### src/verilog/graphics_pkg.sv
package graphics_pkg;

    // Active area kept small so simulation stays short
    localparam int screen_width  = 64;
    localparam int screen_height = 40;
    localparam int frame_pixels  = screen_width * screen_height;

    // Raster timing in clocks per line and lines per frame
    localparam int line_length = 80;
    localparam int frame_lines = 48;
    localparam int hsync_start = 68;
    localparam int hsync_end   = 76;
    localparam int vsync_start = 42;
    localparam int vsync_end   = 44;

    localparam int h_count_width = $clog2(line_length);
    localparam int v_count_width = $clog2(frame_lines);

    // Field widths
    localparam int pixel_address_width = 12;
    localparam int coord_width         = 10;
    localparam int color_index_width   = 4;
    localparam int color_count_width   = 5;

    // Colour packing is Y, then Cb, then Cr
    localparam int y_width           = 4;
    localparam int cb_width          = 3;
    localparam int cr_width          = 3;
    localparam int color_value_width = y_width + cb_width + cr_width;

    // Op codes
    localparam logic [7:0] op_assign_color  = 8'h11;
    localparam logic [7:0] op_draw_sprite   = 8'h12;
    localparam logic [7:0] op_switch_buffer = 8'h14;

    // Operands before sprite pixel data starts
    localparam int sprite_header_bytes = 8;

endpackage
### src/verilog/sprite_cmd_if.sv
interface sprite_cmd_if;
    import graphics_pkg::*;

    logic                         start;
    logic [coord_width-1:0]       x_position;
    logic [coord_width-1:0]       y_position;
    logic [coord_width-1:0]       width;
    logic [color_count_width-1:0] color_count;
    logic [color_index_width-1:0] palette_offset;
    logic [7:0]                   data;
    logic                         data_valid;

    modport decoder (
        output start, x_position, y_position, width, color_count, palette_offset,
        output data, data_valid
    );

    modport engine (
        input start, x_position, y_position, width, color_count, palette_offset,
        input data, data_valid
    );

endinterface

### src/verilog/sprite_engine.sv
module sprite_engine (
    input  logic                                         clock,
    input  logic                                         reset,
    sprite_cmd_if.engine                                 sprite,
    output logic                                         pixel_write,
    output logic [graphics_pkg::pixel_address_width-1:0] pixel_address,
    output logic [graphics_pkg::color_index_width-1:0]   pixel_index
);
    import graphics_pkg::*;

    logic [7:0]                   shift_data;
    logic [3:0]                   pixels_left;
    logic [coord_width-1:0]       column;
    logic [coord_width-1:0]       row;
    logic [2:0]                   bits_per_pixel;
    logic [3:0]                   pixels_per_byte;
    logic [color_index_width-1:0] pixel_mask;
    logic [coord_width:0]         screen_x;
    logic [coord_width:0]         screen_y;
    logic                         busy;
    logic                         accept;
    logic                         on_screen;

    // Unpacking depth from the colour count
    always_comb begin
        case (sprite.color_count)
            color_count_width'(2): begin
                bits_per_pixel  = 3'd1;
                pixels_per_byte = 4'd8;
                pixel_mask      = 4'b0001;
            end
            color_count_width'(4): begin
                bits_per_pixel  = 3'd2;
                pixels_per_byte = 4'd4;
                pixel_mask      = 4'b0011;
            end
            default: begin
                bits_per_pixel  = 3'd4;
                pixels_per_byte = 4'd2;
                pixel_mask      = 4'b1111;
            end
        endcase
    end

    always_comb begin
        busy = pixels_left != 4'd0;
        // A new byte may land on the last pixel of the previous one
        accept = sprite.data_valid && (pixels_left <= 4'd1);

        screen_x  = {1'b0, sprite.x_position} + {1'b0, column};
        screen_y  = {1'b0, sprite.y_position} + {1'b0, row};
        on_screen = (screen_x < screen_width) && (screen_y < screen_height);

        pixel_write   = busy && on_screen;
        pixel_address = pixel_address_width'(screen_y * screen_width + screen_x);
        pixel_index   = (shift_data[color_index_width-1:0] & pixel_mask) + sprite.palette_offset;
    end

    // Cursor and byte counter
    always_ff @(posedge clock) begin
        if (reset) begin
            pixels_left <= 4'd0;
            column      <= '0;
            row         <= '0;
        end else begin
            if (sprite.start) begin
                column <= '0;
                row    <= '0;
            end else if (busy) begin
                if (column == sprite.width - 1'b1) begin
                    column <= '0;
                    row    <= row + 1'b1;
                end else begin
                    column <= column + 1'b1;
                end
            end

            if (accept) begin
                pixels_left <= pixels_per_byte;
            end else if (busy) begin
                pixels_left <= pixels_left - 1'b1;
            end
        end
    end

    // Low bits go out first
    always_ff @(posedge clock) begin
        if (accept) begin
            shift_data <= sprite.data;
        end else if (busy) begin
            shift_data <= shift_data >> bits_per_pixel;
        end
    end

endmodule

### src/flat_wrapper.sv
// flat-port wrapper written by rule: the top's interface ports become plain ports
module sprite_engine_flat import graphics_pkg::*;
  (clock, reset, pixel_write, pixel_address, pixel_index, sprite_start, sprite_x_position, sprite_y_position, sprite_width, sprite_color_count, sprite_palette_offset, sprite_data, sprite_data_valid);
  sprite_cmd_if sprite_i ();
  input  logic clock;
  input  logic reset;
  output logic pixel_write;
  output logic [graphics_pkg::pixel_address_width-1:0] pixel_address;
  output logic [graphics_pkg::color_index_width-1:0] pixel_index;
  input wire logic [$bits(sprite_i.start)-1:0] sprite_start;
  input wire logic [$bits(sprite_i.x_position)-1:0] sprite_x_position;
  input wire logic [$bits(sprite_i.y_position)-1:0] sprite_y_position;
  input wire logic [$bits(sprite_i.width)-1:0] sprite_width;
  input wire logic [$bits(sprite_i.color_count)-1:0] sprite_color_count;
  input wire logic [$bits(sprite_i.palette_offset)-1:0] sprite_palette_offset;
  input wire logic [$bits(sprite_i.data)-1:0] sprite_data;
  input wire logic [$bits(sprite_i.data_valid)-1:0] sprite_data_valid;
  assign sprite_i.start = sprite_start;
  assign sprite_i.x_position = sprite_x_position;
  assign sprite_i.y_position = sprite_y_position;
  assign sprite_i.width = sprite_width;
  assign sprite_i.color_count = sprite_color_count;
  assign sprite_i.palette_offset = sprite_palette_offset;
  assign sprite_i.data = sprite_data;
  assign sprite_i.data_valid = sprite_data_valid;
  sprite_engine u_core (.clock(clock), .reset(reset), .sprite(sprite_i), .pixel_write(pixel_write), .pixel_address(pixel_address), .pixel_index(pixel_index));
endmodule
### config.mk
export PLATFORM = sky130hd
export DESIGN_NAME = sprite_engine_flat
export DESIGN_NICKNAME = d
export VERILOG_FILES = /design/src/verilog/graphics_pkg.sv /design/src/verilog/sprite_cmd_if.sv /design/src/verilog/sprite_engine.sv /design/src/flat_wrapper.sv
export SDC_FILE = /design/constraint.sdc
export NUM_CORES = 1
export LEC_CHECK = 0
export ABC_AREA = 1
export BUFFER_PORTS_ARGS = -buffer_cell sky130_fd_sc_hd__buf_2
export CAP_MARGIN = 10
export CORE_MARGIN = 2
export CORE_UTILIZATION = 51
export CTS_CLUSTER_DIAMETER = 150
export DETAILED_ROUTE_END_ITERATION = 7
export PLACE_DENSITY = 0.77
export SLEW_MARGIN = 10
export SYNTH_ARGS = -nofsm -noshare
export SYNTH_HDL_FRONTEND = slang
export SYNTH_SLANG_ARGS = --single-unit
### constraint.sdc
create_clock -name clock -period 2.4 [get_ports clock]
set_input_delay 0.12 -clock clock [delete_from_list [all_inputs] [get_ports clock]]
set_output_delay 0.12 -clock clock [all_outputs]
set_load 0.03 [all_outputs]
# ---- After elaboration in Yosys (flattened, before gate mapping)
# Cells that the tools add are included.
dict set report totals {
  out_inout_bits 17
  ff_bits 32
  in_bits 51
}
dict set report classes {
  n_reduce_logical 7
  muxes 8
  eq_ne 3
  n_bitwise 1
  add_sub_neg 8
  n_lt_le_gt_ge 3
  shifts 1
}
# op count
set ops {}
lappend ops {{$add 10x10->11} 2}
lappend ops {{$add 10x1->10 const B} 2}
lappend ops {{$mux 8} 2}
lappend ops {{$pmux 4 s2} 2}
lappend ops {{$add 12x11->12} 1}
lappend ops {{$lt 11x6->1 const B} 1}
lappend ops {{$lt 11x7->1 const B} 1}
lappend ops {{$eq 10x10->1} 1}
lappend ops {{$mux 10} 1}
lappend ops {{$sub 10x1->10 const B} 1}
lappend ops {{$mux 4} 2}
lappend ops {{$shr 8x3->8} 1}
lappend ops {{$pmux 3 s2} 1}
lappend ops {{$eq 5x2->1 const B} 1}
lappend ops {{$eq 5x3->1 const B} 1}
lappend ops {{$add 4x4->4} 1}
lappend ops {{$and 4x4->4} 1}
lappend ops {{$le 4x1->1 const B} 1}
lappend ops {{$reduce_bool 4->1} 1}
lappend ops {{$sub 4x1->4 const B} 1}
lappend ops {{$logic_and 1x1->1} 3}
lappend ops {{$reduce_and 2->1} 1}
lappend ops {{$reduce_bool 2->1} 1}
lappend ops {{$reduce_or 2->1} 1}

# ---- Depth between registers and ports, before layout
# Gate-level depths: netlist of the first run.
dict set report logic_depth {
  depth_word 5
  mapped_depth 16
  ltp_nobuf 16
}

# ---- Least setup slack after synthesis of the first run
# OpenSTA, ideal clock, no wires.
dict set report synth_timing {
  kind {reg2out}
  from {register u_core.column[0]}
  to {output pixel_address[10] (netlist name)}
  path_buffers 0
  slack_ns -0.519
  required_ns 2.280
  arrival_ns 2.799
  path_stages_with_launch 12
  path_cell_list {dfxtp_1 ha_1 inv_1 fa_1 o21ai_1 a21oi_1 xor2_1 ha_1 fa_1 nand3_1 nand2_1 xor2_1}
}
dict set report synth_between {
  elab_chain_cells 2
}
# element line_no
set synth_rtl {}
lappend synth_rtl {{from (decl)} sprite_engine.sv:13} ;# logic [coord_width-1:0] column;
lappend synth_rtl {{from (signal assigned)} sprite_engine.sv:74} ;# column <= column + 1'b1;
lappend synth_rtl {{$add 10x10->11} sprite_engine.sv:50} ;# screen_x = {1'b0, sprite.x_position} + {1'b0, column};
lappend synth_rtl {{$add 12x11->12} sprite_engine.sv:55} ;# pixel_address = pixel_address_width'(screen_y * screen_width + screen_x);
lappend synth_rtl {{to (decl)} flat_wrapper.sv:8} ;# output logic [graphics_pkg::pixel_address_width-1:0] pixel_address;
# Every way passes these cells.

# ---- Final worst setup path of the first run
# Ends and elaborated chain as after synthesis.

==> impl_metrics.toml, run 1 <==
[grt]
grt-ovfl-total = 0
antenna_found_initial = 0
grt_use_total = 0.244
grt_pass1_wl_um = 15300
grt_pass1_vias = 3657
grt_max_degree = 14

[clock_network]
insertion_delay_ns = 0.29
cts_tree = "yes"
cts_hold_buf = 0
clk_pin_slew_ns = 0.07
htree_levels = 2
cts_made_buffers = 5
cts_buffer_depth = 2
root_buffer = "clkbuf_8"
cts.sinks = 32

[sta]
rsz0062_at_grt = "yes"
finalClockSkew_ns = 0.00631
fin_tns_setup_ns = -1.29
setup_ws_ns = -0.314
final-max-slew-violation-count = 0
tightestPinTransition_ns = 0.691
period_share = 1.13
min_period_ns = 2.71
fmax_mhz = 368
hold_viol = 0
setup_viol = 5
slew_headroom = 0.538

[critical_path]
critPathLaunch = "u_core.column[0]"
crit_type = "reg -> out"
rr_endpoint = "u_core.column[8]"
worstPathRequired_ns = 2.28
reg2reg_setup_slack_ns = 0.34
crit_arrival_ns = 2.59
ff2ff_path_depth = 12
endpoint = "pixel_address[10]"
cp-start-kind = "register"
reg2reg_from = "u_core.pixels_left[0]"
end_kind = "primary output"
path_max_fanout = 3

[power]
peakVddDrop_mv = 0.341
pwr_density_cell_nw_per_um2 = 530
finalPower_w = 0.00253
p_leak_nw = 2.44

[synth]
yosysWarnings = 0
synthTopCellsByArea = "nand2_1 (15%), dfxtp_1 (14%), ha_1 (12%)"
synth_cells = 544
synth_edf_count = 8
syn-num-nets = 632
async_flop_share = 0
synth_top_flop_cell = "dfxtp_1"
ys_types = 37
synth-seq-cells = 32
yosysSeqAreaShare = 0.203
synth_top_area_frac = 0.148
synth_area_leader_cell = "nand2_1"
syn_area_per_cell_sq_um = 6.52
synthesis.area_sq_um = 3540

[placed_design]
dp.cells = 725
post-place-ws_ns = -0.166
portBuffers = 67
hpwl_um = 7370
place.gp.congestion = 0.939

[floorplan]
num_rows = 30
core_sq_um = 6760
fp.dieH_um = 87.4
dieArea_sq_um = 7630
pin_count = 68
start_util = 0.525
die_w_um = 87.4

[final_layout]
stdcell_count = 739
nNetsFinal = 746
syn_to_final_growth_pct = 34.9
antenna_cells = 0
drive_gt1_frac = 0.291
fin_util = 0.708

[detailed_routing]
viasPerCell = 5.32
dr.first_iter.drc_count = 223
drt_wl_total_um = 9530
ant_nets = 0
firstDrtPassIters = 6
drc = 0
vias = 3929
wl_per_cell_um = 12.9

[hold_path]
min_from = "reset"
hp-class = "in -> reg"

[run_status]
violations = "negative setup slack"
status = "finished with violations"

[run]
drv_cap = 0
## layout by cell type, fill, tap and decap left out, drive strengths merged
master    n
xnor2    12
clkinv    1
clkbuf    5
edfxtp    8
nand4    21
or2       3
o21a      1
a311oi    1
a21o      2
nand3b    7
buf     110
a21oi    31
nand3    40
bufinv    1
o21bai    6
dfxtp    24
o21ai    20
inv      82
a22o      1
o22ai     2
ha       33
a211oi    2
nand2   144
fa        4
xor2     27
a221oi    1
nor2     61
nor3      9
## area by class of cell
| type | count | area (sq um) |
|---|---|---|
| tap | 80 | 100 |
| sequential | 32 | 737 |
| timing repair buffer | 110 | 699 |
| clock inverter | 3 | 45.0 |
| multi-input combinational | 428 | 2830 |
| fill | 539 | 1970 |
| inverter | 81 | 304 |
| clock buffer | 5 | 68.8 |
## worst min path at each step
stage                            end  cells after the start
2_1_floorplan  u_core.pixels_left[1]                      1
3_3_place_gp   u_core.pixels_left[1]                      2
3_5_place_dp   u_core.pixels_left[1]                      2
4_1_cts        u_core.pixels_left[1]                      2
5_1_grt        u_core.pixels_left[1]                      2
6_report       u_core.pixels_left[1]                      2
## metrics by stage
step                instance area [sq um]  hold WS, ns
finish                               4780       0.0260
global route                         4780       0.0421
CTS                                  4580       0.0262
detailed placement                   4340        0.335
global placement                     4340        0.325
floorplan                            3640        0.189
## where the power goes
part / switching (W) / total [W] / internal, W
sequential: 0.0000574 / 0.000737 / 0.000680
combinational: 0.000790 / 0.00126 / 0.000469
clock: 0.000224 / 0.000537 / 0.000313
total: 0.00107 / 0.00253 / 0.00146
## synthesized netlist by cell type, types with 3 or more instances
master / n
or2_2: 3
nor2_2: 4
inv_1: 79
dfxtp_1: 24
nand3_2: 3
nor3_1: 8
nand4_1: 20
ha_1: 33
fa_1: 4
o21bai_1: 6
o21ai_0: 19
xor2_1: 27
nand3_1: 37
nor2_1: 55
xnor2_1: 12
a21oi_1: 31
nand2_1: 140
nand3b_1: 7
edfxtp_1: 8
## flip-flops by register name, summed over array words and instances, names as in the netlist
register and cells:
u_core.column 10, u_core.row 10, u_core.shift_data 8, u_core.pixels_left 4
## layer usage
metal	share of wire	track usage	wire [um]
met5	0	0	0
met4	0.019	0.0741	177
met3	0.044	0.0370	416
met2	0.50	0.446	4790
met1	0.44	0.292	4150
## worst max-delay path: stages (launching register included)
cell and delay (ns):
dfxtp_4 0.36, ha_4 0.12, inv_2 0.03, fa_2 0.36
o21ai_4 0.18, a21oi_2 0.09, xor2_2 0.16, ha_2 0.20
fa_2 0.36, nand3_2 0.10, nand2_4 0.07, xor2_4 0.15
buf_6 0.13
## kinds of logic after synthesis
kind of cell	share of synthesized area
simple gates	0.365
flops	0.203
compound gates	0.106
fa+ha+maj	0.139
xor+xnor	0.0964
buf+inv	0.0897
## what timing repair did
| action | 4_1_cts | 5_1_grt |
|---|---|---|
| setup buffers | 3 | 3 |
| pin swaps | 9 | 11 |
| endpoints found under the setup margin | 6 | 6 |
| gates resized for setup | 25 | 35 |
Power figures use the tool's default switching activity.
==> run 2, diff against run 1 <==
SKIP_LAST_GASP = 1   (was unset)
==> impl_metrics.toml, run 2 (synthesized netlist as in run 1, its figures left out) <==
[run]
drv_cap = 0

[sta]
setup_viol = 5
fmax_mhz = 368
final-max-slew-violation-count = 0
rsz0062_at_grt = "yes"
finalClockSkew_ns = 0.00639
fin_tns_setup_ns = -1.30
slew_headroom = 0.543
min_period_ns = 2.71
setup_ws_ns = -0.314
period_share = 1.13
hold_viol = 0
tightestPinTransition_ns = 0.683

[power]
clockPowerShare = 0.213
pwr_density_cell_nw_per_um2 = 530
combinationalPowerShare = 0.497
peakVddDrop_mv = 0.341
pwr-share-seq = 0.291
power.net_switching_w = 0.00107
switching_share = 0.423
p_leak_nw = 2.44
internal-power_w = 0.00146

[detailed_routing]
wl_per_cell_um = 12.9
dr.first_iter.drc_count = 227
drc = 1
drt_wl_total_um = 9550
viasPerCell = 5.32
firstDrtPassIters = 8
ant_nets = 0
vias = 3931

[clock_network]
insertion_delay_ns = 0.29
cts_made_buffers = 5
cts.sinks = 32
htree_levels = 2
cts_tree = "yes"
root_buffer = "clkbuf_8"
clk_pin_slew_ns = 0.07
cts_buffer_depth = 2

[floorplan]
num_rows = 30
start_util = 0.525
dieArea_sq_um = 7630
die_w_um = 87.4
pin_count = 68
core_sq_um = 6760
fp.dieH_um = 87.4

[critical_path]
critPathTopFamily = "adder cells"
critPathMaxStageDelay_ns = 0.36
worst-path-buf-inv = 2
crit_type = "reg -> out"
cp-start-kind = "register"
slowest_stage = "dfxtp_4"
crit_arrival_ns = 2.59
worstPathCellList = "ha_4 -> inv_2 -> fa_2 -> o21ai_4 -> a21oi_2 -> xor2_2 -> ha_2 -> fa_2 -> nand3_2 -> nand2_4 -> xor2_4 -> buf_6"
path_max_fanout = 3
end_kind = "primary output"
worstPathRequired_ns = 2.28
cp_common_cell = "fa_2"

[final_layout]
nNetsFinal = 746
stdcell_count = 739
multi_input_area_sq_um = 2830
largestRegisters = "u_core.column: 10 flops, u_core.row: 10 flops, u_core.shift_data: 8 flops"
layout_common_cells = "nand2_1 (137), inv_1 (78), buf_2 (61)"
fillers = 539
regArea_sq_um = 737
final_common_cell = "nand2_1"
drive_gt1_frac = 0.290
antenna_cells = 0
fin_util = 0.708
syn_to_final_growth_pct = 34.9

[run_status]
violations = "design-rule violations, negative setup slack"
status = "finished with violations"

[placed_design]
place.gp.congestion = 0.939
post-place-ws_ns = -0.166
hpwl_um = 7370
portBuffers = 67
dp.cells = 725

[grt]
grt_max_degree = 14
grt_use_total = 0.244
grt_pass1_vias = 3656
antenna_found_initial = 0
grt_pass1_wl_um = 15300
grt-ovfl-total = 0

[hold_path]
hp-class = "in -> reg"
[run 2: stage by stage]
stage / instance area (sq um) / total power, W / hold slack [ns]
6_report: 4780 / 0.00253 / 0.0248
5_1_grt: 4780 / 0.00272 / 0.0421
4_1_cts: 4580 / 0.00251 / 0.0262
3_5_place_dp: 4340 / 0.00194 / 0.335
3_3_place_gp: 4340 / 0.00190 / 0.325
2_1_floorplan: 3640 / 0.00163 / 0.189
[run 2: power groups by stage]
stage	Sequential, W	Clock [W]	Combinational, W
2_1_floorplan	0.000737	0	0.000892
3_3_place_gp	0.000743	0	0.00116
3_5_place_dp	0.000746	0	0.00119
4_1_cts	0.000735	0.000544	0.00123
5_1_grt	0.000748	0.000565	0.00140
6_report	0.000736	0.000539	0.00126
[run 2: repair_timing]
action                                  in CTS  in global routing
resized for setup                           25                 34
setup buffers                                3                  3
pin swaps                                    9                 11
endpoints found under the setup margin       6                  6
hold buffers                                 0                  0
[run 2: cell type report]
class | count | share of cell area
sequential | 32 | 0.154
clock inverter | 3 | 0.00942
inverter | 81 | 0.0636
multi-input combinational | 428 | 0.591
timing repair buffer | 110 | 0.146
clock buffer | 5 | 0.0144
tap | 80 | 0.0209
[run 2: final timing paths]
check | start | endpoint | slack [ns] | cells after the start
hold reg to reg | u_core.pixels_left[1] | u_core.pixels_left[1] | 0.49 | 2
hold / removal | reset | u_core.pixels_left[1] | 0.02 | 2
setup / recovery | u_core.column[0] | pixel_address[10] | -0.31 | 12
setup reg to reg | u_core.pixels_left[0] | u_core.column[8] | 0.34 | 12
[run 2: worst register-to-register path: cells and delay by family, from the launching register on]
kind / cells / cell delay [ns]
flops: 1 / 0.37
fa+ha+maj: 1 / 0.23
xor+xnor: 1 / 0.15
simple gates: 8 / 0.91
buf+inv: 2 / 0.29
[run 2: per-layer routing]
metal / vias to the layer above / global-route usage / routed length [um]
li1: 2005 / - / -
met1: 1803 / 0.292 / 4180
met2: 104 / 0.446 / 4790
met3: 19 / 0.0370 / 420
met4: 0 / 0.0741 / 165
met5: - / 0 / 0
==> run 3, diff against run 2 <==
ABC_AREA = unset   (was 1)
CAP_MARGIN = 20   (was 10)
CORE_UTILIZATION = 50   (was 51)
PLACE_DENSITY = 0.75   (was 0.77)
==> impl_metrics.toml, run 3 <==
[synth]
syn-num-nets = 454
synth_edf_count = 8
syn_area_per_cell_sq_um = 8.27
ys_top_cells_by_count = "ha_1 (33), nor2_1 (33), a21oi_1 (27)"
synth_top_area_frac = 0.159
yosysSeqAreaShare = 0.238
ys_types = 48
synth-seq-cells = 32
synth_area_leader_cell = "dfxtp_1"
async_flop_share = 0
synth_top_flop_cell = "dfxtp_1"
synthesis.area_sq_um = 3030
synth_cells = 366
synthTopCellsByArea = "dfxtp_1 (16%), ha_1 (14%), edfxtp_1 (7.9%)"
yosysWarnings = 0

[power]
power.net_switching_w = 0.000985
internal-power_w = 0.00154
pwr-share-seq = 0.301
finalPower_w = 0.00252
p_leak_nw = 1.91
clockPowerShare = 0.228
combinationalPowerShare = 0.472
peakVddDrop_mv = 0.782
switching_share = 0.391
pwr_density_cell_nw_per_um2 = 589

[sta]
tightestPinTransition_ns = 0.516
period_share = 1.29
fmax_mhz = 323
finalClockSkew_ns = 0.00548
slew_headroom = 0.655
setup_viol = 6
setup_ws_ns = -0.697
rsz0062_at_grt = "yes"
min_period_ns = 3.10
hold_viol = 0
final-max-slew-violation-count = 0

[floorplan]
die_w_um = 81.8
start_util = 0.514
num_rows = 28
fp.dieH_um = 81.8
pin_count = 68
core_sq_um = 5890
dieArea_sq_um = 6690

[clock_network]
cts_buffer_depth = 2
cts_tree = "yes"
root_buffer = "clkbuf_8"
cts_hold_buf = 0
clk_pin_slew_ns = 0.07
cts_made_buffers = 5
cts.sinks = 32
insertion_delay_ns = 0.29
htree_levels = 2

[critical_path]
reg2reg_setup_slack_ns = 0.06
cp_common_cell = "a21o_1"
ff2ff_path_depth = 9
worstPathCellList = "ha_4 -> inv_2 -> fa_2 -> nor2b_1 -> o21a_1 -> o21ai_2 -> a21o_1 -> a21oi_2 -> xor2_1 -> ha_1 -> a21o_1 -> nand2_2 -> o21ai_4 -> xnor2_4 -> buf_6"
worst-path-buf-inv = 2
rr_endpoint = "u_core.row[8]"
reg2reg_from = "u_core.column[6]"
critPathMaxStageDelay_ns = 0.36
cp-start-kind = "register"
path_max_fanout = 3
critPathLaunch = "u_core.column[0]"
worstPathRequired_ns = 2.28
endpoint = "pixel_address[11]"
slowest_stage = "dfxtp_4"
end_kind = "primary output"
crit_arrival_ns = 2.98
critPathTopFamily = "compound AO/OA/AOI/OAI gates"
worst-path-stages = 15
crit_type = "reg -> out"

[placed_design]
place.gp.congestion = 0.897
portBuffers = 67
hpwl_um = 6150
post-place-ws_ns = -0.509
dp.cells = 547

[detailed_routing]
ant_nets = 0
firstDrtPassIters = 5
drc = 0
viasPerCell = 5.64
drt_wl_total_um = 8190
vias = 3178
wl_per_cell_um = 14.5
dr.first_iter.drc_count = 184

[run_status]
violations = "negative setup slack"
status = "finished with violations"

[grt]
grt_pass1_wl_um = 12800
grt_busiest_layer = "met2"
met1_usage = 0.303
grt-ovfl-total = 0
grt_pass1_vias = 2957
use_met3 = 0.0330
antenna_found_initial = 0
grt_use_met2 = 0.437
grt_max_degree = 16
grt_use_total = 0.244

[hold_path]
hp-class = "in -> reg"

[final_layout]
largestRegisters = "u_core.column: 10 flops, u_core.row: 10 flops, u_core.shift_data: 8 flops"
final_common_cell = "buf_2"
layout_common_cells = "buf_2 (60), buf_4 (55), nor2_1 (33)"
fin_util = 0.727
syn_to_final_growth_pct = 41.2
nNetsFinal = 575
antenna_cells = 0
stdcell_count = 563
drive_gt1_frac = 0.365

[run]
drv_cap = 0
[run 3: cell types whose count changed after synthesis, moves of 12 or more]
cell | before | now
nor2_1 | 55 | 33
inv_1 | 79 | 19
nand2_1 | 140 | 17
nand4_1 | 20 | 5
xor2_1 | 27 | 15
or3_1 | 0 | 12
nand3_1 | 37 | 15
[run 3: logic make-up after synthesis]
| family | share of synthesized area |
|---|---|
| adder cells (fa/ha/maj) | 0.163 |
| AO/OA/AOI/OAI | 0.214 |
| buffers and inverters | 0.0364 |
| AND/OR/NAND/NOR | 0.225 |
| XOR/XNOR | 0.110 |
| flip-flops | 0.238 |
| multiplexers | 0.0140 |
[run 3: what timing repair did]
| action | CTS | global route |
|---|---|---|
| buffers inserted | 3 | 2 |
| setup endpoints to repair | 15 | 24 |
| cloned | 2 | 1 |
| resized for setup | 23 | 14 |
| pin swaps | 21 | 20 |
[run 3: how the worst min path moves through the flow]
stage | from | endpoint | cells after the start | slack [ns]
2_1_floorplan | reset | u_core.pixels_left[0] | 1 | 0.19
6_report | reset | u_core.pixels_left[1] | 2 | 0.07
3_5_place_dp | reset | u_core.pixels_left[0] | 2 | 0.37
5_1_grt | reset | u_core.pixels_left[1] | 2 | 0.08
4_1_cts | reset | u_core.pixels_left[0] | 2 | 0.07
3_3_place_gp | reset | u_core.pixels_left[1] | 2 | 0.37
[run 3: per-layer routing]
metal / wire length [um] / vias up
li1: - / 1604
met1: 3530 / 1485
met2: 4220 / 76
met3: 331 / 13
met4: 110 / 0
met5: 0 / -
[run 3: worst reg2reg max path, delay by kind of cell (launching register included)]
family / cells / cell delay (ns)
AO/OA/AOI/OAI: 3 / 0.55
XOR/XNOR: 2 / 0.27
buffers and inverters: 2 / 0.33
flip-flops: 1 / 0.31
AND/OR/NAND/NOR: 2 / 0.79
[run 3: stage by stage]
stage / hold slack [ns] / instance area (sq um) / TNS [ns]
final: 0.0748 / 4280 / -3.16
after detailed placement: 0.374 / 3900 / -5.91
after CTS: 0.0684 / 4160 / -3.26
after global routing: 0.0774 / 4280 / -4.18
after floorplan: 0.192 / 3150 / -1.24
after global placement: 0.369 / 3900 / -4.66
[run 3: layout make-up]
class / instances / area [sq um]
Clock buffer: 7 / 96.3
Clock inverter: 1 / 30.0
Fill cell: 463 / 1610
Inverter: 19 / 71.3
Multi-Input combinational cell: 308 / 2480
Sequential cell: 32 / 727
Tap cell: 75 / 93.8
Timing Repair Buffer: 121 / 781
[run 3: power by group through the flow]
| stage | registers (W) | logic, W | clock network [W] |
|---|---|---|---|
| finish | 0.000758 | 0.00119 | 0.000574 |
| global route | 0.000775 | 0.00131 | 0.000601 |
| CTS | 0.000755 | 0.00114 | 0.000578 |
| detailed placement | 0.000766 | 0.00109 | 0 |
| global placement | 0.000764 | 0.00105 | 0 |
| floorplan | 0.000754 | 0.000810 | 0 |
